==> src/rtl/cpu_params.svh <==
// Datapath width, address width, register count, LED address and APB register offsets
`ifndef CPU_PARAMS_SVH
`define CPU_PARAMS_SVH

// Datapath and instruction width
`define CPU_DATA_W     16

// Word address width, 256 words
`define CPU_ADDR_W     8

`define CPU_NREGS      8

// Core stores here also drive the LEDs
`define CPU_LED_ADDR   8'hFF

// APB byte offsets, memory sits below CTRL
`define CPU_APB_CTRL   12'h200
`define CPU_APB_STATUS 12'h204

`endif

==> src/rtl/cpu_pkg.sv <==
// CPU package with state enum, opcode enum and decoded instruction struct
`default_nettype none

package cpu_pkg;

    // One state per instruction step
    typedef enum logic [2:0] {
        S_FETCH  = 3'd0,
        S_DECODE = 3'd1,
        S_EXEC   = 3'd2,
        S_MEM    = 3'd3,
        S_WB     = 3'd4,
        S_HALT   = 3'd5
    } cpu_state_e;

    // Instruction bits 15:12
    typedef enum logic [3:0] {
        ADD  = 4'h0,
        SUB  = 4'h1,
        AND  = 4'h2,
        OR   = 4'h3,
        XOR  = 4'h4,
        LDI  = 4'h5,
        LD   = 4'h6,
        ST   = 4'h7,
        BZ   = 4'h8,
        JMP  = 4'h9,
        HALT = 4'hF   // Codes A to E are unused and run as no-ops
    } opcode_e;

    typedef struct packed {
        opcode_e    opcode;
        logic [2:0] rd;
        logic [2:0] rs;
        logic [7:0] imm8;   // Overlaps rs, used by LDI, BZ and JMP
    } decoded_instr_t;

endpackage

`default_nettype wire

==> src/rtl/pc_unit.sv <==
// Program counter with increment, branch load, hold and clear
`timescale 1ns/1ps
`default_nettype none
`include "cpu_params.svh"

module pc_unit (
    input  logic                   clk,
    input  logic                   rst_n,
    input  logic                   clear,
    input  cpu_pkg::cpu_state_e    state,
    input  logic                   branch,
    input  logic [`CPU_ADDR_W-1:0] target,
    output logic [`CPU_ADDR_W-1:0] pc
);
    import cpu_pkg::*;

    always_ff @(posedge clk) begin
        if (!rst_n) begin
            pc <= '0;
        end else if (clear) begin
            pc <= '0;                  // Run cleared, restart from 0
        end else if (state == S_WB) begin
            if (branch) begin
                pc <= target;
            end else begin
                pc <= pc + 1'b1;
            end
        end
    end

endmodule

`default_nettype wire

==> config.mk <==
export PLATFORM = sky130hd
export DESIGN_NAME = pc_unit
export DESIGN_NICKNAME = d
export VERILOG_FILES = /design/src/rtl/cpu_pkg.sv /design/src/rtl/pc_unit.sv
export VERILOG_INCLUDE_DIRS = /design/src /design/src/rtl
export SDC_FILE = /design/constraint.sdc
export NUM_CORES = 1
export LEC_CHECK = 0
export ABC_AREA = 1
export BUFFER_PORTS_ARGS = -buffer_cell sky130_fd_sc_hd__buf_2
export CAP_MARGIN = 10
export CORE_AREA = 5 5 42 44
export CTS_CLUSTER_SIZE = 14
export DETAILED_ROUTE_END_ITERATION = 8
export DIE_AREA = 0 0 47 49
export PLACE_DENSITY = 0.8
export RECOVER_POWER = 25
export REMOVE_ABC_BUFFERS = 1
export SYNTH_ARGS = -nofsm -noshare
export SYNTH_HDL_FRONTEND = slang
export SYNTH_SLANG_ARGS = --single-unit
==> constraint.sdc <==
create_clock -name clk -period 2.6 [get_ports clk]
set_input_delay 0.52 -clock clk [delete_from_list [all_inputs] [get_ports clk]]
set_output_delay 0.52 -clock clk [all_outputs]
set_load 0.02 [all_outputs]
==> results.md, run 1 <==
- Status: completed
- Worst setup startpoint: pc[3]
- DIE AREA: 0.00230 sq mm
- Grt peak-use layer: met2
- # DRC: 0
- CTS tree: yes
- Cell Area, Synth: ~560 sq um
- Post-synthesis sequential area ratio: 0.288
- First-pass GRT wire length: approximately 2100 um
- Worst-path clk slew: 0.06 ns
- Sink Count: 8
- Synth top area share: 0.288
- Nets: ~130
- Core area: 0.00140 sq mm
- Regs by FF count: pc x8
- Via count: approximately 610
- P per Cell Area: 390 mW/mm^2
- Layout cells sized above 1: 0.330
- Met1 usage: 0.149
- Hpwl dp: between 900 and 1000 um
- Worst-path fanout max: 6
- Via-per-instance ratio: about 4.9
- Synth Warn #: 0
- CP max-delay cell: dfxtp_1
- Worst setup margin: between 1 and 1.5 ns
- WP buf/inv: 1
- Area growth syn-to-layout: 24.7%
- Final hold violations: 0
- # rows: 14
- WHS: 0.491 ns
- Hold Path Class: reg -> reg
- GRT Residual Overflow: 0
- Worst Clk Skew: 0.00163 ns
- Period utilization: 0.543
- TritonCTS Buffers: 3
- Crit path cell chain: buf_2
- Max-slew headroom: 0.777
- Crit path arrival time: slightly below 0.9 ns
- Unrepaired setup endpoints after global routing: no
- Tightest Pin Transition: approximately 0.33 ns
- Initial detailed-routing violation count: 6
- Setup crit start kind: register
- Post-CTS Setup Bufs: 0
- Leak: about 0.34 nW
- CTS Buffer Depth: 2
- Vias in the first global route: 554
- Final Setup Violations: 0
- Initial antenna violation count: 0
- Critical Path Max Stage Delay: about 0.42 ns
- Post-placement setup slack: 1.30 ns
- Fillers: ~150
- Fmax: roughly 0.71 GHz
- Clk_lat worst skew: 0.27 ns
- CP top delay family: flip-flops
- Reg with most FFs: pc
- Die Y: a little under 50 um
- Antenna Nets Post-Route: 0
- CTS resizes: 0
- Worst min-delay path startpoint: pc[2]
- Drt first pass iters: 4
- Max-slew violations: 0
- Setup TNS Final: 0 ns
- M3 GR Usage: 0.0258
- Synth area leader: dfxtp_1
- CTS root buffer: clkbuf_4
- Max FFs per register: 8
- Initial Utilization: 0.397
- # diodes: 0
- Min Tclk post-route: roughly 1.4 ns
- Mapped Cells: 85
- Synth area leaders: dfxtp_1, nand2_1, nor2_1, a21oi_1, o21ai_1
- Synth cell types: 22
- Seq cells post-synth: 8
- IO Port Bufs: 22
- Routed WL per cell: between 10 and 15 um
- Die X: around 47 um
- Total GRT Usage: 0.125
- Critical R2R Launch: pc[1]
- Crit Path Category: reg -> out
- H-tree depth: 1
- Routability cong.: just under 0.8
- Final wirelength: 1300 um
- # IOs: 23
- Syn_area_per_cell: between 6 and 7 sq um
- Max-cap check violation count: 0
- Largest net degree at the start of global routing: 12
- CP endpoint kind: output pin
- CP Data Required Time: about 2.1 ns
- Hold_buf cts: 0
- Maximum vdd ir drop: between 200 and 250 uV
- Met2 Use GR: 0.192
-- cell type report --
class	instances	area, sq um	share of cell area
clock buffer	3	22.5	0.0324
inverter	11	56.3	0.0811
tap	16	20.0	0.0288
sequential	8	160	0.231
multi-input combinational	65	325	0.468
timing repair buffer	22	110	0.159
-- power breakdown --
part	internal (W)	leakage (nW)	switching [W]
Sequential	0.000125	0.0647	0.00000222
Combinational	0.0000188	0.259	0.0000220
Clock	0.0000533	0.0138	0.0000497
-- final timing paths --
kind | slack [ns] | depth (start not counted) | endpoint
max | 1.19 | 1 | pc[3]
min | 0.49 | 2 | pc[2]
max reg2reg | 1.41 | 8 | pc[6]
min reg2reg | 0.49 | 2 | pc[2]
-- cells by family after synthesis --
| logic type | Yosys count | synth area share |
|---|---|---|
| flops | 8 | 0.288 |
| compound gates | 18 | 0.182 |
| simple gates | 46 | 0.398 |
| buf+inv | 12 | 0.110 |
| fa+ha+maj | 1 | 0.0225 |
-- stage by stage --
stage / instances / utilization / total power (W) / area (sq um)
2_1_floorplan: 84 / - / 0.000153 / 552
3_3_place_gp: 122 / 0.487 / 0.000171 / 682
3_5_place_dp: 122 / 0.487 / 0.000172 / 682
4_1_cts: 125 / 0.503 / 0.000271 / 704
5_1_grt: 125 / 0.496 / 0.000279 / 694
6_report: 125 / 0.496 / 0.000271 / 694
-- cells in the mapped netlist --
cell	count
nand2_1	21
nor2_1	11
dfxtp_1	8
a21oi_1	6
inv_1	6
o21ai_1	6
nand3_1	5
nand2_2	3
nor2_2	3
a31oi_1	2
inv_2	2
o21a_1	2
a21oi_2	1
buf_2	1
bufinv_8	1
clkinv_1	1
clkinv_2	1
ha_1	1
nand2_4	1
nand3b_1	1
nor2_8	1
o21ai_0	1
-- worst register-to-register path: stages (launching register included) --
cell and delay (ns):
dfxtp_1 0.39, ha_1 0.19, nand2_1 0.09, nor2_1 0.13, nand2_1 0.07, nand2_1 0.05, nand3_1 0.06, nand2_1 0.06
a21oi_1 0.05
-- per-layer routing --
| layer | up-vias | routed length (um) |
|---|---|---|
| met5 | - | 0 |
| met4 | 0 | 23 |
| met3 | 3 | 84 |
| met2 | 16 | 621 |
| met1 | 274 | 570 |
| li1 | 320 | - |
-- layout by cell type (no fill, tap or decap), drive strengths merged --
| cell type | instances |
|---|---|
| nand3b | 1 |
| a31oi | 2 |
| nand2 | 25 |
| buf | 22 |
| clkinv | 1 |
| nor2 | 15 |
| dfxtp | 8 |
| o21a | 2 |
| inv | 8 |
| clkinvlp | 1 |
| ha | 1 |
| bufinv | 1 |
| a21oi | 7 |
| o21ai | 7 |
| nand3 | 5 |
| clkbuf | 3 |
(Power assumes the default switching activity.)
==> run 2, diff against run 1 <==
- ABC_AREA: 1 -> 0
- PLACE_DENSITY: 0.8 -> 0.78
- clock period: 2.6 -> 1.15 ns (I/O delays scaled with it)
==> results.md, run 2 <==
- TritonCTS Buffers: 3 (unchanged)
- Compound-cell area share of the yosys netlist: 0.290 (+0.108)
- Clock power share: 0.365 (-0.016)
- Number of synthesized flops with an enable pin: 0 (unchanged)
- Top layer in use: met4
- Status: completed
- Nets: 115 (-9.4%)
- Metal2 WL: 870 um (+40%)
- Reg area: 179 sq um (+12%)
- Worst min-delay path startpoint: target[0]
- # IOs: 23 (unchanged)
- Max FFs per register: 8 (unchanged)
- Initial Utilization: 0.360 (-0.0375)
- Max-slew violations: 0 (unchanged)
- Layout cells sized above 1: 0.515 (+0.185)
- # DRC: 0 (unchanged)
- Via count: 620 (+1.1%)
- CP endpoint kind: register
- Post-synthesis sequential area ratio: 0.318 (+0.0300)
- CTS tree: yes
- Worst hold path depth: 3 (+1)
- Final Non-Filler Cells: 113 (-9.6%)
- # diodes: 0 (unchanged)
- Area growth syn-to-layout: 56.6%
- Max-cap check violation count: 0 (unchanged)
- Final wirelength: 1600 um (+23%)
- Most frequent cell after synthesis: nand2_1
- GRT Residual Overflow: 0 (unchanged)
- Post-DP Area: 669 sq um (-1.8%)
- Synth cell count leaders: nand2_1, a21oi_1, dfxtp_1, o21ai_0, nand3_1
- Hpwl dp: 1140 um (+15%)
- H-tree depth: 1 (unchanged)
- Synth area leader: dfxtp_1
- Seq cells post-synth: 8 (unchanged)
- Max-slew headroom: 0.780 (+0.00272)
- Routability cong.: 0.772 (about the same)
- DIE AREA: 0.00230 sq mm (unchanged)
- Antenna Nets Post-Route: 0 (unchanged)
- Hold Path Class: in -> reg
- Min Tclk post-route: between 1 and 1.5 ns
- Initial detailed-routing violation count: 16 (+10)
- Via-per-instance ratio: 5.49 (+12%)
- CP Data Required Time: 1.28 ns (-0.80 ns)
- Critical R2R Launch: pc[5]
- Drt first pass iters: 4 (unchanged)
- Syn_area_per_cell: 7.53 sq um (+15%)
- Multi-input logic area: 354 sq um (+8.8%)
- Total GRT Usage: 0.138 (+0.0131)
- Setup crit start kind: register
- Final Setup Violations: 0 (unchanged)
- Synth area leaders: dfxtp_1, a21oi_1, nand2_1, o21ai_0, a31oi_1
- Asr flop ratio synth: 0 (unchanged)
- Tightest Pin Transition: 0.330 ns (-0.00328 ns)
- Fmax: about 0.87 GHz
- Logic pwr share: 0.171 (+0.020)
- Cell Area, Synth: 504 sq um (-9.4%)
- Worst setup margin: 0.00486 ns (-1.18 ns)
- Sink Count: 8 (unchanged)
- Synth cell types: 24 (+9.1%)
- Post-placement setup slack: -0.103 ns (-1.40 ns)
- Synth top area share: 0.318 (+0.0300)
- P_sw: 0.000154 W (+110%)
- Largest net degree at the start of global routing: 12 (unchanged)
- Simple-gate area share of the yosys netlist: 0.275 (-0.122)
- Mapped Cells: 67 (-21%)
- Crit Path Category: reg -> reg
- Net Sw Frac: 0.260 (-0.0134)
- # rows: 14 (unchanged)
- Initial antenna violation count: 0 (unchanged)
- P per Cell Area: 751 mW/mm^2 (+93%)
- Core area: 0.00140 sq mm (unchanged)
- Worst-path clk slew: 0.05 ns (about the same)
- Final hold violations: 0 (unchanged)
- Clk_lat worst skew: 0.25 ns (-0.02 ns)
- First-pass GRT wire length: 2390 um (+11%)
- Reg with most FFs: pc
- Placed cell count: 109 (-11%)
- Worst Reg-to-Reg Cells: 4 (-4)
- Setup TNS Final: 0 ns (unchanged)
- M1 WL: 621 um (+8.9%)
- Post-route cell area: 790 sq um (+14%)
- Regs by FF count: pc x8
- Worst setup startpoint: pc[5]
- Synth Warn #: 0 (unchanged)
- Largest family of logic cells by synthesized area: compound AO/OA/AOI/OAI gates
- CTS Buffer Depth: 2 (unchanged)
- Synth Area in XOR/XNOR: 0 (unchanged)
- Period utilization: 0.996
- Fillers: 141 (-7.8%)
- Worst-path fanout max: 4 (-2)
- Synth Area in Adders: 0.0248 (+0.00234)
- IO Port Bufs: 22 (unchanged)
- Main flop type after synthesis: dfxtp_1
- Crit path arrival time: 1.27 ns (+0.38 ns)
- Post-synthesis mux area share: 0.0199 (+0.0199)
- Worst Clk Skew: 0.000448 ns (-0.00118 ns)
- Die Y: 49 um (unchanged)
- Routed WL per cell: 14.1 um (+36%)
- Die X: 47 um (unchanged)
- Maximum vdd ir drop: 460 uV (+100%)
- Most common cell after layout, fill and taps aside: buf_2
- Flop pwr share: 0.464 (-0.004)
- Met3 WL: 79 um (-6.0%)
- CTS root buffer: clkbuf_4
- Most frequent cells in the layout: buf_2, buf_4, nand2_1
- Vias in the first global route: 580 (+4.7%)
- Internal Power: 0.000439 W (+120%)
- Leak: 0.322 nW (-4.4%)
-- run 2: per-layer routing --
| metal | track usage | vias up |
|---|---|---|
| met5 | 0 | - |
| met4 | 0.0415 | 0 |
| met3 | 0.0443 | 2 |
| met2 | 0.233 | 20 |
| met1 | 0.159 | 287 |
| li1 | - | 311 |
-- run 2: power by group through the flow --
| stage | Clock [W] | Sequential, W | Combinational, W |
|---|---|---|---|
| 3_3_place_gp | 0 | 0.000290 | 0.0000888 |
| 6_report | 0.000216 | 0.000275 | 0.000101 |
| 2_1_floorplan | 0 | 0.000295 | 0.0000342 |
| 5_1_grt | 0.000252 | 0.000275 | 0.000111 |
| 3_5_place_dp | 0 | 0.000290 | 0.0000916 |
| 4_1_cts | 0.000225 | 0.000284 | 0.0000918 |
-- run 2: logic make-up (layout without fill, tap and decap cells) --
kind of cell / Yosys count / after routing
mux: 1 / 1
fa+ha+maj: 1 / 1
simple gates: 26 / 26
compound gates: 25 / 25
buf+inv: 6 / 36
flops: 8 / 8
-- run 2: cell type report --
| cell class | instances | area share |
|---|---|---|
| Sequential cell | 8 | 0.227 |
| Tap cell | 16 | 0.0254 |
| Inverter | 1 | 0.00475 |
| Clock buffer | 3 | 0.0285 |
| Timing Repair Buffer | 32 | 0.266 |
| Multi-Input combinational cell | 53 | 0.448 |
-- run 2: worst paths after layout --
check           to  slack, ns
min reg2reg  pc[7]       0.53
min          pc[0]       0.25
max          pc[6]      0.005
max reg2reg  pc[6]      0.005
-- run 2: critical path: stages, from the launching register on --
cell     delay, ns
dfxtp_1       0.37
and4_2        0.27
a21oi_1       0.08
o21ai_0       0.20
a21oi_1       0.10
-- run 2: repair_timing --
item                                   4_1_cts  5_1_grt
pin swaps                                    1        5
setup endpoints to repair                    5       10
buffers inserted                             0        1
hold buffers                                 0        0
gates resized for setup                      4       25
endpoints found under the hold margin        0        0
cloned                                       0        0
-- run 2: metrics by stage --
step / utilization / total power (W) / hold WS (ns)
after global routing: 0.563 / 0.000638 / 0.247
final: 0.563 / 0.000593 / 0.246
after detailed placement: 0.478 / 0.000381 / 0.510
after floorplan: - / 0.000330 / 0.382
after CTS: 0.498 / 0.000601 / 0.236
after global placement: 0.478 / 0.000378 / 0.497
==> run 3, diff against run 2 <==
- CELL_PAD_IN_SITES_DETAIL_PLACEMENT: not set -> 0
- CELL_PAD_IN_SITES_GLOBAL_PLACEMENT: not set -> 2
- CORE_AREA: 5 5 42 44 -> not set
- CORE_MARGIN: not set -> 5
- CORE_UTILIZATION: not set -> 20
- DIE_AREA: 0 0 47 49 -> not set
- SLEW_MARGIN: not set -> 20
==> results.md, run 3 (synthesis gave the netlist of run 2 again) <==
- Final wirelength: 1660 um (+4.3%)
- CP endpoint kind: output pin
- Drt first pass iters: 4 (unchanged)
- Vias in the first global route: 627 (+8.1%)
- Max-cap check violation count: 0 (unchanged)
- Initial antenna violation count: 0 (unchanged)
- Leak: 0.346 nW (+7.4%)
- Critical Path Max Stage Delay: 0.34 ns (-0.03 ns)
- Max FFs per register: 8 (unchanged)
- CP top delay family: flip-flops
- Initial Utilization: 0.205 (-0.154)
- Maximum vdd ir drop: 597 uV (+30%)
- IO Port Bufs: 22 (unchanged)
- Reg2reg setup slack: 0.04 ns (+0.04 ns)
- Most frequent cells in the layout: buf_2, buf_4, nand2_1
- Via count: 635 (+2.4%)
- Worst-path clk slew: 0.06 ns (about the same)
- Crit path arrival time: 0.91 ns (-0.36 ns)
- Tightest Pin Transition: 0.353 ns (+0.0228 ns)
- P per Cell Area: 764 mW/mm^2 (+1.8%)
- H-tree depth: 1 (unchanged)
- Hold_buf cts: 0 (unchanged)
- Routed WL per cell: 12.6 um (-11%)
- # rows: 18 (+4)
- Final Setup Violations: 0 (unchanged)
- Final hold violations: 0 (unchanged)
- Flop pwr share: 0.450 (-0.014)
- Die X: 60.2 um (+28%)
- Clock power share: 0.378 (+0.013)
- Worst-path fanout max: 6 (+2)
- Nets: 120 (+4.3%)
- Final Non-Filler Cells: 132 (+17%)
- Fmax: 0.881 GHz (+0.89%)
- Routability cong.: 0.797 (+3.3%)
- CTS tree: yes
- Max-slew violations: 0 (unchanged)
- Hpwl dp: 1260 um (+10%)
- Internal Power: 0.000451 W (+2.9%)
- First-pass GRT wire length: 2640 um (+10%)
- TritonCTS Buffers: 3 (unchanged)
- Worst Clk Skew: 0.00204 ns (+0.00159 ns)
- Antenna Nets Post-Route: 0 (unchanged)
- Worst R2R End: pc[6]
- # DRC: 0 (unchanged)
- CP Data Required Time: 0.92 ns (-0.36 ns)
- Layout cells sized above 1: 0.500 (-0.0155)
- Period utilization: 0.987 (-0.00875)
- Via-per-instance ratio: 4.81 (-12%)
- Crit path cell chain: buf_4 > buf_4
- Die Y: 60.2 um (+23%)
- Largest net degree at the start of global routing: 10 (-2)
- CP max-delay cell: dfxtp_2
- Cell mode on critical path: buf_4
- CTS Buffer Depth: 2 (unchanged)
- Min Tclk post-route: 1.14 ns (-0.0101 ns)
- Post-CTS Setup Bufs: 0 (unchanged)
- WP buf/inv: 2 (+2)
- Hold Path End: pc[0]
- WHS: 0.233 ns (-0.0130 ns)
- Worst hold path depth: 3 (unchanged)
- CTS root buffer: clkbuf_4
- P_sw: 0.000173 W (+12%)
- Total GRT Usage: 0.0994 (-0.0387)
- Hold Path Class: in -> reg
- Critical R2R Launch: pc[0]
- Worst min-delay path startpoint: target[0]
- Area growth syn-to-layout: 62.0%
- Crit Path Category: reg -> out
- Reg with most FFs: pc
- Logic pwr share: 0.172 (about the same)
- Setup crit start kind: register
- Worst Reg-to-Reg Cells: 5 (+1)
- Net Sw Frac: 0.277 (+0.0170)
- # IOs: 23 (unchanged)
- Regs by FF count: pc x8
- Clk_lat worst skew: 0.26 ns (about the same)
- Max-slew headroom: 0.765 (-0.0152)
- Status: completed
- Core area: 0.00245 sq mm (+75%)
- GRT Residual Overflow: 0 (unchanged)
- # diodes: 0 (unchanged)
- Unrepaired setup endpoints after global routing: yes
- Placed cell count: 129 (+18%)
- Initial detailed-routing violation count: 13 (-3)
- DIE AREA: 0.00363 sq mm (+57%)
- Sink Count: 8 (unchanged)
## run 3: area by class of cell
cell class                 instances  area (sq um)
multi-input combinational         53           335
fill                             274          1640
clock buffer                       3          22.5
tap                               30          37.5
sequential                         8           171
inverter                           1          3.75
timing repair buffer              37           246
## run 3: worst max-delay path by stage
stage	startpoint	endpoint	slack (ns)	depth (start not counted)
final	pc[1]	pc[1]	0.01	2
after global routing	pc[0]	pc[4]	-0.03	5
after CTS	pc[0]	pc[4]	-0.01	5
after detailed placement	state[1]	pc[6]	-0.09	4
after global placement	state[1]	pc[7]	-0.09	5
after floorplan	state[1]	pc[2]	-0.26	4
## run 3: routing by layer
layer | wire length [um] | GRT usage | vias up
li1 | - | - | 322
met1 | 730 | 0.116 | 290
met2 | 792 | 0.171 | 23
met3 | 141 | 0.0454 | 0
met4 | 0 | 0.00949 | 0
met5 | 0 | 0 | -
## run 3: through the flow
step           area, sq um  power [W]  setup TNS, ns  setup WS [ns]   util
6_report               817   0.000624              0         0.0149  0.333
5_1_grt                817   0.000654         -0.130        -0.0293  0.333
4_1_cts                768   0.000627        -0.0198        -0.0135  0.313
3_5_place_dp           732   0.000392         -0.408        -0.0924  0.298
3_3_place_gp           732   0.000392         -0.402        -0.0924  0.298
2_1_floorplan          472   0.000330          -1.16         -0.258      -
## run 3: power groups by stage
stage	logic, W	clock network, W	registers [W]
2_1_floorplan	0.0000342	0	0.000295
3_3_place_gp	0.000102	0	0.000290
3_5_place_dp	0.000102	0	0.000290
4_1_cts	0.000104	0.000239	0.000284
5_1_grt	0.000119	0.000253	0.000281
6_report	0.000107	0.000236	0.000281
## run 3: worst reg2reg max path: stages, from the launching register on
cell	delay, ns
dfxtp_2	0.37
ha_4	0.16
nand2b_1	0.08
o31ai_2	0.21
nand2_1	0.08
a21oi_1	0.13
## run 3: timing repair
item / 4_1_cts / 5_1_grt
pin swaps: 1 / 0
endpoints found under the setup margin: 7 / 10
gates resized for setup: 6 / 16
