--- src/rtl/cpu_params.svh ---
// Datapath width, address width, register count, LED address and APB register offsets
`ifndef CPU_PARAMS_SVH
`define CPU_PARAMS_SVH

// Datapath and instruction width
`define CPU_DATA_W     16

// Word address width, 256 words
`define CPU_ADDR_W     8

`define CPU_NREGS      8

// Core stores here also drive the LEDs
`define CPU_LED_ADDR   8'hFF

// APB byte offsets, memory sits below CTRL
`define CPU_APB_CTRL   12'h200
`define CPU_APB_STATUS 12'h204

`endif

--- src/rtl/cpu_pkg.sv ---
// CPU package with state enum, opcode enum and decoded instruction struct
`default_nettype none

package cpu_pkg;

    // One state per instruction step
    typedef enum logic [2:0] {
        S_FETCH  = 3'd0,
        S_DECODE = 3'd1,
        S_EXEC   = 3'd2,
        S_MEM    = 3'd3,
        S_WB     = 3'd4,
        S_HALT   = 3'd5
    } cpu_state_e;

    // Instruction bits 15:12
    typedef enum logic [3:0] {
        ADD  = 4'h0,
        SUB  = 4'h1,
        AND  = 4'h2,
        OR   = 4'h3,
        XOR  = 4'h4,
        LDI  = 4'h5,
        LD   = 4'h6,
        ST   = 4'h7,
        BZ   = 4'h8,
        JMP  = 4'h9,
        HALT = 4'hF   // Codes A to E are unused and run as no-ops
    } opcode_e;

    typedef struct packed {
        opcode_e    opcode;
        logic [2:0] rd;
        logic [2:0] rs;
        logic [7:0] imm8;   // Overlaps rs, used by LDI, BZ and JMP
    } decoded_instr_t;

endpackage

`default_nettype wire

--- src/rtl/instr_decoder.sv ---
// Instruction register and field decoder
`timescale 1ns/1ps
`default_nettype none
`include "cpu_params.svh"

module instr_decoder (
    input  logic                    clk,
    input  logic                    rst_n,
    input  cpu_pkg::cpu_state_e     state,
    input  logic [`CPU_DATA_W-1:0]  word,
    output cpu_pkg::decoded_instr_t instr
);
    import cpu_pkg::*;

    logic [`CPU_DATA_W-1:0] ir;

    // Memory word is valid in DECODE, one cycle after the fetch request
    always_ff @(posedge clk) begin
        if (!rst_n) begin
            ir <= '0;
        end else if (state == S_DECODE) begin
            ir <= word;
        end
    end

    // Unlisted codes keep their raw value and hit the default branches downstream,
    // so they pass through EXEC and WB without side effects
    assign instr.opcode = opcode_e'(ir[15:12]);
    assign instr.rd     = ir[11:9];
    assign instr.rs     = ir[8:6];
    assign instr.imm8   = ir[7:0];

endmodule

`default_nettype wire

--- config.mk ---
export PLATFORM = sky130hd
export DESIGN_NAME = instr_decoder
export DESIGN_NICKNAME = d
export VERILOG_FILES = /design/src/rtl/cpu_pkg.sv /design/src/rtl/instr_decoder.sv
export VERILOG_INCLUDE_DIRS = /design/src /design/src/rtl
export SDC_FILE = /design/constraint.sdc
export NUM_CORES = 1
export LEC_CHECK = 0
export ABC_CLOCK_PERIOD_IN_PS = 2500
export BUFFER_PORTS_ARGS = -buffer_cell sky130_fd_sc_hd__buf_2
export CAP_MARGIN = 20
export CORE_ASPECT_RATIO = 0.9
export CORE_UTILIZATION = 29
export DETAILED_ROUTE_END_ITERATION = 7
export GPL_TIMING_DRIVEN = 0
export SKIP_LAST_GASP = 1
export SLEW_MARGIN = 15
export SYNTH_ARGS = -nofsm -noshare
export SYNTH_HDL_FRONTEND = slang
export SYNTH_SLANG_ARGS = --single-unit
export TNS_END_PERCENT = 20
--- constraint.sdc ---
create_clock -name clk -period 2.5 [get_ports clk]
set_clock_uncertainty 0.1 [all_clocks]
set_input_delay 0.5 -clock clk [delete_from_list [all_inputs] [get_ports clk]]
set_output_delay 0.5 -clock clk [all_outputs]
set_load 0.02 [all_outputs]
==> results of run 1 <==
-- through the flow --
step / hold WS [ns] / instance area (um2) / setup slack, ns
after floorplan: 0.432 / 673 / 1.20
after global placement: 0.341 / 897 / 1.05
after detailed placement: 0.347 / 897 / 1.01
after CTS: 0.346 / 933 / 0.993
after global routing: 0.347 / 933 / 0.933
final: 0.352 / 933 / 1.01
-- layout make-up --
cell class,instances,area [um2]
buffer,7,60.1
timing repair buffer,38,190
clock buffer,4,36.3
multi-input combinational,49,293
fill,230,1250
sequential,16,320
tap,27,33.8
-- logic make-up after synthesis --
kind of cell	Yosys count	synth area share, %
multiplexers	16	23.8
buffers and inverters	7	8.92
flip-flops	16	47.6
AND/OR/NAND/NOR	33	19.7
-- routing by layer --
metal	up-vias	GRT usage [%]	wire [um]	share of wire (%)
li1	313	-	-	-
met1	274	17.2	636	46
met2	25	18.5	635	46
met3	2	4.76	101	7.3
met4	0	4.74	15	1.1
met5	-	0	0	0
-- worst max-delay path, stage by stage (launching register included) --
cell and delay, ns:
sky130_fd_sc_hd__dfxtp_1 0.36, sky130_fd_sc_hd__buf_4 0.11, sky130_fd_sc_hd__buf_2 0.14
-- how the worst max path moves through the flow --
stage                         from        to  slack (ns)  cells past startpoint
after CTS                    ir[6]  instr[8]        0.99                      2
after global placement    state[1]     ir[9]        1.05                      5
after floorplan           state[1]    ir[10]        1.20                      4
after detailed placement  state[1]     ir[7]        1.01                      5
after global routing         ir[7]  instr[9]        0.93                      2
final                        ir[6]  instr[8]        1.01                      2
-- placed cells by master (no fill, tap or decap) --
master,netlist,layout
sky130_fd_sc_hd__clkbuf_1,1,1
sky130_fd_sc_hd__buf_4,2,2
sky130_fd_sc_hd__clkbuf_4,0,3
sky130_fd_sc_hd__clkbuf_8,0,1
sky130_fd_sc_hd__buf_12,1,1
sky130_fd_sc_hd__nor3b_2,1,1
sky130_fd_sc_hd__nand2_1,32,32
sky130_fd_sc_hd__buf_6,1,1
sky130_fd_sc_hd__buf_2,2,40
sky130_fd_sc_hd__dfxtp_1,16,16
sky130_fd_sc_hd__mux2i_1,16,16
-- power groups by stage --
stage / clock [mW] / sequential [mW] / combinational (mW)
after floorplan: 0 / 0.285 / 0.0328
after global placement: 0 / 0.274 / 0.0739
after detailed placement: 0 / 0.274 / 0.0752
after CTS: 0.175 / 0.268 / 0.0753
after global routing: 0.186 / 0.270 / 0.0822
final: 0.168 / 0.268 / 0.0742
==> impl_metrics.env, run 1 <==
export IMPL_run_status="complete, no violations"
export IMPL_synth_top_cell_area_share_pct=47.6
export IMPL_drv_cap=0
export IMPL_setup_tns_final_ns=0
export IMPL_clock_tree_root_cell="sky130_fd_sc_hd__clkbuf_4"
export IMPL_timing_max_transition_violations_final=0
export IMPL_hold_viol=0
export IMPL_die_area_mm2=0.00252
export IMPL_report_final_setup_viol=0
export IMPL_synth_area_per_cell_um2=9.35
export IMPL_worstSetupPathType="flip-flop to output port"
export IMPL_power_density_mw_per_mm2=547
export IMPL_first_global_vias=512
export IMPL_arrival_ns=0.89
export IMPL_rsz0062_at_grt="false"
export IMPL_postRouteAntennaNets=0
export IMPL_origin_of_the_worst_min_delay_path="word[10]"
export IMPL_p_sw_uw=124
export IMPL_ctsHoldBuffers=0
export IMPL_dr_total_vias=614
export IMPL_synth_largest_area_cell="sky130_fd_sc_hd__dfxtp_1"
export IMPL_synth_edff_count=0
export IMPL_diodes=0
export IMPL_timing_reg2reg_worst_path_depth=2
export IMPL_top_register="ir"
export IMPL_hp_class="input pin to flip-flop"
export IMPL_drive_above_1_share_pct=43.0
export IMPL_clock_network_power_share_pct=33.0
export IMPL_wirelength_routed_um=1390
export IMPL_syn_cell_area_um2=673
export IMPL_worst_setup_path_end_kind="output port"
export IMPL_tightestPinTransition_ns=0.451
export IMPL_combPwrFrac_pct=14.5
export IMPL_portBuffers=38
export IMPL_place_detailed_instances=137
export IMPL_grt_first_pass_wirelength_um=2240
export IMPL_finish_cell_count_without_fillers=141
export IMPL_whs_endpoint="ir[10]"
export IMPL_chipHeight_um=47.7
export IMPL_path_clk_slew_ns=0.09
export IMPL_place_hpwl_um=1060
export IMPL_syn_nets=93
export IMPL_floorplan_initialDensity_pct=30.8
export IMPL_top_regs="ir x16"
export IMPL_layout_area_overhead_vs_synth_pct=38.7
export IMPL_worst_endpoint_required_ns=1.90
export IMPL_avgRoutedWirePerCell_um=9.84
export IMPL_clkSinkCount=16
export IMPL_post_route_util_pct=42.8
export IMPL_r2r_end="ir[5]"
export IMPL_timing_max_slew_rel_slack_pct=69.9
export IMPL_global_route_total_overflow=0
export IMPL_synth_common_cells="sky130_fd_sc_hd__nand2_1 (32), sky130_fd_sc_hd__dfxtp_1 (16), sky130_fd_sc_hd__mux2i_1 (16)"
export IMPL_tritoncts="yes"
export IMPL_post_route_period_util_pct=59.6
export IMPL_post_synth_main_area_contributors="sky130_fd_sc_hd__dfxtp_1 (48%), sky130_fd_sc_hd__mux2i_1 (24%), sky130_fd_sc_hd__nand2_1 (18%)"
export IMPL_chipWidth_um=52.8
export IMPL_ir_drop_mv=0.325
export IMPL_synth_most_common_cell="sky130_fd_sc_hd__nand2_1"
export IMPL_synthesis_stage_register_bit_count=16
export IMPL_worstReg2RegStart="ir[5]"
export IMPL_fin_nets=136
export IMPL_cellInternalPower_uw=387
export IMPL_htree_num_levels=1
export IMPL_clkLatencyLatePin_ns=0.28
export IMPL_rows=16
export IMPL_post_cts_resized_instances=0
export IMPL_finalWeightedCongestion=0.640
export IMPL_firstDrtPassIters=4
export IMPL_synth_sequential_area_ratio_pct=47.6
export IMPL_total_routing_resource_utilization_after_global_routing_pct=12.7
export IMPL_synth_cell_types=9
export IMPL_seq_power_share_pct=52.5
export IMPL_drc_errors=0
export IMPL_reg2reg_setup_slack_ns=1.79
export IMPL_layout_min_cycle_time_ns=1.49
export IMPL_power_switching_share_pct=24.3
export IMPL_yosys_warnings=0
export IMPL_share_of_flip_flops_with_an_asynchronous_set_or_reset_after_synthesis_pct=0
export IMPL_coreArea_mm2=0.00218
export IMPL_design_portCount=39
export IMPL_clock_path_buffers=2
export IMPL_maxClockFrequency_ghz=0.671
export IMPL_vias_per_cell=4.35
export IMPL_first_iter_violations=8
export IMPL_antenna_found_initial=0
export IMPL_post_cts_buffers=0
export IMPL_power_leakage_nw=0.459
export IMPL_power_total_uw=511
export IMPL_synthesis_instances=72
export IMPL_cp_start_kind="flip-flop"
export IMPL_critical_path_max_fanout=3
export IMPL_largest_net_degree_at_the_start_of_global_routing=11
export IMPL_ys_dominant_reg_cell="sky130_fd_sc_hd__dfxtp_1"
export IMPL_cts_buffers=3
export IMPL_hold_depth=3
export IMPL_largest_register_ffs=16
(Power assumes the default switching activity.)
==> inputs of run 2 (changes only) <==
--- a/config.mk
+++ b/config.mk
@@ -6,7 +6,8 @@
 export SDC_FILE = /design/constraint.sdc
 export NUM_CORES = 1
 export LEC_CHECK = 0
-export ABC_CLOCK_PERIOD_IN_PS = 2500
+export ABC_AREA = 1
+export ABC_CLOCK_PERIOD_IN_PS = 1490
 export BUFFER_PORTS_ARGS = -buffer_cell sky130_fd_sc_hd__buf_2
 export CAP_MARGIN = 20
 export CORE_ASPECT_RATIO = 0.9
==> constraint.sdc (replaced) <==
create_clock -name clk -period 1.49 [get_ports clk]
set_clock_uncertainty 0.1 [all_clocks]
set_input_delay 0.298 -clock clk [delete_from_list [all_inputs] [get_ports clk]]
set_output_delay 0.298 -clock clk [all_outputs]
set_load 0.02 [all_outputs]
==> run 2 against run 1 <==
Effect of this change: sequential share of layout area down 0.98 points; synthesized area grew 4.8%; synthesized cell count is 47% higher; worst hold slack lost 0.22 ns; global-route usage down 0.53 points; highest routed layer is now met3; cell count is 23% higher; clock power increased by 67%; sequential power up 72%; non-clock buffer count decreased by 1; register-to-register slack got worse by 1.0 ns.
==> impl_metrics.env, run 2 <==
export IMPL_synth_compound_area_share_pct=0
export IMPL_run_status="complete, no violations"
export IMPL_cellInternalPower_uw=665
export IMPL_worstReg2RegStart="ir[14]"
export IMPL_ir_drop_mv=0.638
export IMPL_largest_register_ffs=16
export IMPL_cts_buffers=3
export IMPL_ys_dominant_reg_cell="sky130_fd_sc_hd__dfxtp_1"
export IMPL_finalWeightedCongestion=0.686
export IMPL_cp_endpoint="instr[9]"
export IMPL_first_global_vias=565
export IMPL_clkSinkCount=16
export IMPL_fillCellCount=242
export IMPL_arrival_ns=0.89
export IMPL_antenna_found_initial=0
export IMPL_largest_net_degree_at_the_start_of_global_routing=11
export IMPL_seq_power_share_pct=51.2
export IMPL_vias_per_cell=3.89
export IMPL_dr_total_vias=676
export IMPL_yosys_area_share_xor_xnor_pct=0
export IMPL_top_regs="ir x16"
export IMPL_worst_setup_path_end_kind="output port"
export IMPL_fin_nets=169
export IMPL_post_synth_main_area_contributors="sky130_fd_sc_hd__dfxtp_1 (45%), sky130_fd_sc_hd__nand2_1 (17%), sky130_fd_sc_hd__nor2_1 (16%)"
export IMPL_place_hpwl_um=1120
export IMPL_synth_top_family_by_area="simple AND/OR/NAND/NOR gates"
export IMPL_yosys_warnings=0
export IMPL_clock_path_buffers=2
export IMPL_synth_area_per_cell_um2=6.66
export IMPL_rows=16
export IMPL_drv_cap=0
export IMPL_power_density_mw_per_mm2=936
export IMPL_share_of_flip_flops_with_an_asynchronous_set_or_reset_after_synthesis_pct=0
export IMPL_clkLatencyLatePin_ns=0.28
export IMPL_avgRoutedWirePerCell_um=8.23
export IMPL_finish_cell_count_without_fillers=174
export IMPL_path_clk_slew_ns=0.09
export IMPL_die_area_mm2=0.00263
export IMPL_clock_tree_root_cell="sky130_fd_sc_hd__clkbuf_4"
export IMPL_drive_above_1_share_pct=35.4
export IMPL_worstSetupStartpoint="ir[7]"
export IMPL_maxClockFrequency_ghz=0.777
export IMPL_synth_top_cell_area_share_pct=45.4
export IMPL_adder_and_majority_cell_fraction_of_the_synthesized_area_pct=0
export IMPL_tightestPinTransition_ns=0.138
export IMPL_wirelength_routed_um=1430
export IMPL_synth_largest_area_cell="sky130_fd_sc_hd__dfxtp_1"
export IMPL_portBuffers=37
export IMPL_total_routing_resource_utilization_after_global_routing_pct=12.2
export IMPL_synth_edff_count=0
export IMPL_chipWidth_um=54.0
export IMPL_worstSetupPathType="flip-flop to output port"
export IMPL_ctsHoldBuffers=0
export IMPL_hold_viol=0
export IMPL_combPwrFrac_pct=17.5
export IMPL_most_common_layout_cells="sky130_fd_sc_hd__buf_2 (37), sky130_fd_sc_hd__nand2_1 (32), sky130_fd_sc_hd__nor2_1 (31), sky130_fd_sc_hd__inv_1 (16), sky130_fd_sc_hd__dfxtp_1 (16)"
export IMPL_post_route_period_util_pct=86.4
export IMPL_setup_tns_final_ns=0
export IMPL_r2r_end="ir[14]"
export IMPL_clock_network_power_share_pct=31.2
export IMPL_layout_area_overhead_vs_synth_pct=36.2
export IMPL_cp_start_kind="flip-flop"
export IMPL_first_iter_violations=7
export IMPL_global_route_total_overflow=0
export IMPL_multiplexer_share_of_the_synthesized_area_pct=0
export IMPL_power_leakage_nw=0.598
export IMPL_layout_min_cycle_time_ns=1.29
export IMPL_chipHeight_um=48.8
export IMPL_syn_nets=127
export IMPL_hold_depth=3
export IMPL_htree_num_levels=1
export IMPL_floorplan_initialDensity_pct=31.5
export IMPL_synth_sequential_area_ratio_pct=45.4
export IMPL_synthesis_instances=106
export IMPL_diodes=0
export IMPL_postRouteAntennaNets=0
export IMPL_design_portCount=39
export IMPL_synth_common_cells="sky130_fd_sc_hd__nand2_1 (32), sky130_fd_sc_hd__nor2_1 (31), sky130_fd_sc_hd__dfxtp_1 (16), sky130_fd_sc_hd__inv_1 (16), sky130_fd_sc_hd__buf_4 (4)"
export IMPL_most_frequent_standard_cell_in_the_layout_excluding_fill_and_tap_cells="sky130_fd_sc_hd__buf_2"
export IMPL_firstDrtPassIters=4
export IMPL_syn_cell_area_um2=706
export IMPL_critical_path_max_fanout=3
export IMPL_post_cts_resized_instances=0
export IMPL_coreArea_mm2=0.00224
export IMPL_synth_simple_area_share_pct=36.9
export IMPL_rsz0062_at_grt="false"
export IMPL_post_cts_buffers=0
export IMPL_reg2reg_setup_slack_ns=0.77
export IMPL_synth_most_common_cell="sky130_fd_sc_hd__nand2_1"
export IMPL_synthesis_stage_register_bit_count=16
export IMPL_power_switching_share_pct=26.1
export IMPL_timing_max_transition_violations_final=0
export IMPL_top_register="ir"
export IMPL_synth_cell_types=10
export IMPL_report_final_setup_viol=0
export IMPL_tritoncts="yes"
export IMPL_place_detailed_instances=170
export IMPL_drc_errors=0
export IMPL_worst_endpoint_required_ns=1.09
export IMPL_p_sw_uw=234
export IMPL_grt_first_pass_wirelength_um=2330
export IMPL_timing_max_slew_rel_slack_pct=90.8
export IMPL_hp_class="input pin to flip-flop"
export IMPL_timing_reg2reg_worst_path_depth=4
[run 2: final cells by class]
cell class                      count  area (um2)  share of cell area (%)
Inverter                           18        67.6                    7.03
Clock buffer                        4        36.3                    3.78
Sequential cell                    16         320                    33.3
Timing Repair Buffer               37         185                    19.3
Buffer                              7        57.6                    5.99
Multi-Input combinational cell     65         260                    27.1
Tap cell                           27        33.8                    3.52
[run 2: kinds of logic after synthesis]
| family | after synthesis |
|---|---|
| buffers and inverters | 25 |
| and+or+nand+nor | 65 |
| DFF | 16 |
[run 2: power groups by stage]
| stage | Sequential [mW] | Clock (mW) | Combinational (mW) |
|---|---|---|---|
| floorplan | 0.499 | 0 | 0.0706 |
| global placement | 0.470 | 0 | 0.157 |
| detailed placement | 0.471 | 0 | 0.160 |
| CTS | 0.461 | 0.301 | 0.161 |
| global route | 0.464 | 0.321 | 0.176 |
| finish | 0.461 | 0.281 | 0.158 |
[run 2: worst max-delay path: stages (launching register included)]
cell and delay (ns):
sky130_fd_sc_hd__dfxtp_1 0.36, sky130_fd_sc_hd__buf_4 0.11, sky130_fd_sc_hd__buf_2 0.15
[run 2: metrics by stage]
| stage | worst slack [ns] | total power, mW | hold WS (ns) | utilization (%) | area, um2 |
|---|---|---|---|---|---|
| 3_3_place_gp | 0.378 | 0.627 | 0.395 | 41.2 | 925 |
| 6_report | 0.203 | 0.899 | 0.133 | 42.9 | 961 |
| 3_5_place_dp | 0.370 | 0.631 | 0.399 | 41.2 | 925 |
| 4_1_cts | 0.181 | 0.923 | 0.119 | 42.9 | 961 |
| 5_1_grt | 0.122 | 0.961 | 0.118 | 42.9 | 961 |
| 2_1_floorplan | 0.476 | 0.570 | 0.333 | - | 706 |
[run 2: routing by layer]
metal | global-route usage (%) | wire [um] | vias to the layer above
met4 | 1.28 | 0 | 0
met2 | 18.9 | 654 | 25
li1 | - | - | 378
met1 | 14.9 | 648 | 273
met3 | 7.17 | 129 | 0
met5 | 0 | 0 | -
[run 2: worst min-delay path by stage]
stage,endpoint,from,slack [ns]
finish,ir[3],word[3],0.13
global route,ir[2],word[2],0.12
CTS,ir[15],word[15],0.12
detailed placement,ir[2],ir[2],0.40
global placement,ir[8],ir[8],0.39
floorplan,ir[14],word[14],0.33
==> inputs of run 3 (changes only) <==
--- a/config.mk
+++ b/config.mk
@@ -14,6 +14,7 @@
 export CORE_UTILIZATION = 29
 export DETAILED_ROUTE_END_ITERATION = 7
 export GPL_TIMING_DRIVEN = 0
+export SETUP_SLACK_MARGIN = 0.3
 export SKIP_LAST_GASP = 1
 export SLEW_MARGIN = 15
 export SYNTH_ARGS = -nofsm -noshare
==> run 3 against run 2 <==
Effect of this change: total power grew 1.1%; largest power group unchanged; cell count is the same; highest routed layer unchanged; critical path depth is the same; critical path type unchanged; largest cell class unchanged.
==> impl_metrics.env, run 3 (synthesized netlist as in run 2, its figures left out) <==
export IMPL_post_route_period_util_pct=83.2
export IMPL_antenna_found_initial=0
export IMPL_layout_area_overhead_vs_synth_pct=40.4
export IMPL_highest_signal_layer="met3"
export IMPL_wirelength_routed_um=1440
export IMPL_most_frequent_standard_cell_in_the_layout_excluding_fill_and_tap_cells="sky130_fd_sc_hd__buf_2"
export IMPL_hold_viol=0
export IMPL_cellInternalPower_uw=672
export IMPL_postRouteAntennaNets=0
export IMPL_p_sw_uw=237
export IMPL_timing_max_slew_rel_slack_pct=90.8
export IMPL_rsz0062_at_grt="true"
export IMPL_power_total_uw=909
export IMPL_drt_met1_wl_um=653
export IMPL_chipHeight_um=48.8
export IMPL_maxClockFrequency_ghz=0.806
export IMPL_htree_num_levels=1
export IMPL_hp_class="input pin to flip-flop"
export IMPL_timing_reg2reg_worst_path_depth=4
export IMPL_chipWidth_um=54.0
export IMPL_portBuffers=37
export IMPL_diodes=0
export IMPL_wl_met2_um=660
export IMPL_drive_above_1_share_pct=37.4
export IMPL_first_iter_violations=7
export IMPL_rows=16
export IMPL_timing_max_transition_violations_final=0
export IMPL_fin_nets=169
export IMPL_dr_total_vias=678
export IMPL_place_detailed_instances=170
export IMPL_clock_path_buffers=2
export IMPL_worst_setup_path_end_kind="output port"
export IMPL_run_status="complete, no violations"
export IMPL_design_portCount=39
export IMPL_cp_start_kind="flip-flop"
export IMPL_reg2reg_setup_slack_ns=0.77
export IMPL_firstDrtPassIters=4
export IMPL_largest_register_ffs=16
export IMPL_global_route_total_overflow=0
export IMPL_clkLatencyLatePin_ns=0.28
export IMPL_finalWeightedCongestion=0.686
export IMPL_clock_tree_root_cell="sky130_fd_sc_hd__clkbuf_4"
export IMPL_worst_endpoint_required_ns=1.09
export IMPL_seq_power_share_pct=50.9
export IMPL_grt_first_pass_wirelength_um=2300
export IMPL_ctsHoldBuffers=0
export IMPL_drc_errors=0
export IMPL_vias_per_cell=3.90
export IMPL_coreArea_mm2=0.00224
export IMPL_hold_depth=3
export IMPL_path_clk_slew_ns=0.09
export IMPL_total_routing_resource_utilization_after_global_routing_pct=12.1
export IMPL_critical_path_max_fanout=3
export IMPL_combPwrFrac_pct=18.1
export IMPL_worstSetupPathType="flip-flop to output port"
export IMPL_top_regs="ir x16"
export IMPL_power_leakage_nw=0.604
export IMPL_layout_min_cycle_time_ns=1.24
export IMPL_clkSinkCount=16
export IMPL_place_worst_setup_slack_ns=0.370
export IMPL_most_common_layout_cells="sky130_fd_sc_hd__buf_2 (34), sky130_fd_sc_hd__nand2_1 (32), sky130_fd_sc_hd__nor2_1 (31), sky130_fd_sc_hd__inv_1 (16), sky130_fd_sc_hd__dfxtp_1 (13)"
export IMPL_clock_network_power_share_pct=31.0
export IMPL_ir_drop_mv=0.639
export IMPL_arrival_ns=0.84
export IMPL_report_final_setup_viol=0
export IMPL_largest_net_degree_at_the_start_of_global_routing=11
export IMPL_top_register="ir"
export IMPL_die_area_mm2=0.00263
export IMPL_power_density_mw_per_mm2=917
export IMPL_tritoncts="yes"
export IMPL_detailroute_wirelength_met3_um=129
export IMPL_postLayoutSetupSlackWorst_ns=0.250
export IMPL_power_switching_share_pct=26.0
export IMPL_finish_cell_count_without_fillers=174
export IMPL_first_global_vias=563
export IMPL_cts_buffers=3
export IMPL_avgRoutedWirePerCell_um=8.29
export IMPL_setup_tns_final_ns=0
export IMPL_post_cts_buffers=0
export IMPL_floorplan_initialDensity_pct=31.5
export IMPL_tightestPinTransition_ns=0.138
export IMPL_place_hpwl_um=1120
export IMPL_drv_cap=0
[run 3: path summary, 6_finish.rpt]
path / start / end
setup / recovery: ir[7] / instr[9]
setup reg to reg: ir[1] / ir[1]
hold / removal: word[3] / ir[3]
hold reg to reg: ir[15] / ir[15]
[run 3: power groups by stage]
stage | Combinational (mW) | Clock (mW) | Sequential [mW]
6_report | 0.165 | 0.281 | 0.462
5_1_grt | 0.183 | 0.321 | 0.466
4_1_cts | 0.166 | 0.301 | 0.462
3_5_place_dp | 0.160 | 0 | 0.471
3_3_place_gp | 0.157 | 0 | 0.470
2_1_floorplan | 0.0706 | 0 | 0.499
[run 3: critical path: stages (launching register included)]
cell                      delay, ns
sky130_fd_sc_hd__dfxtp_2       0.34
sky130_fd_sc_hd__buf_6         0.11
sky130_fd_sc_hd__buf_6         0.12
[run 3: per-layer routing]
layer  global-route usage (%)  vias to the layer above
met1                     14.7                      275
met3                     7.17                        0
li1                         -                      378
met4                     1.28                        0
met5                        0                        -
met2                     18.7                       25
[run 3: per-stage QoR]
| stage | instance area, um2 | hold slack (ns) | util, % |
|---|---|---|---|
| 4_1_cts | 983 | 0.119 | 43.9 |
| 6_report | 991 | 0.133 | 44.2 |
| 3_5_place_dp | 925 | 0.399 | 41.2 |
| 5_1_grt | 991 | 0.118 | 44.2 |
| 2_1_floorplan | 706 | 0.333 | - |
| 3_3_place_gp | 925 | 0.395 | 41.2 |
[run 3: repair_timing]
item,in CTS,in global routing
pin swaps,0,0
endpoints found under the hold margin,0,0
endpoints found under the setup margin,17,18
resized for setup,8,3
[run 3: area by class of cell]
cell class | count | area, um2
repair buffers | 37 | 204
well taps | 27 | 33.8
flip-flops and latches | 16 | 324
plain buffers | 7 | 65.1
multi-input cells | 65 | 260
clock buffers | 4 | 36.3
inverters | 18 | 67.6
fillers | 236 | 1250
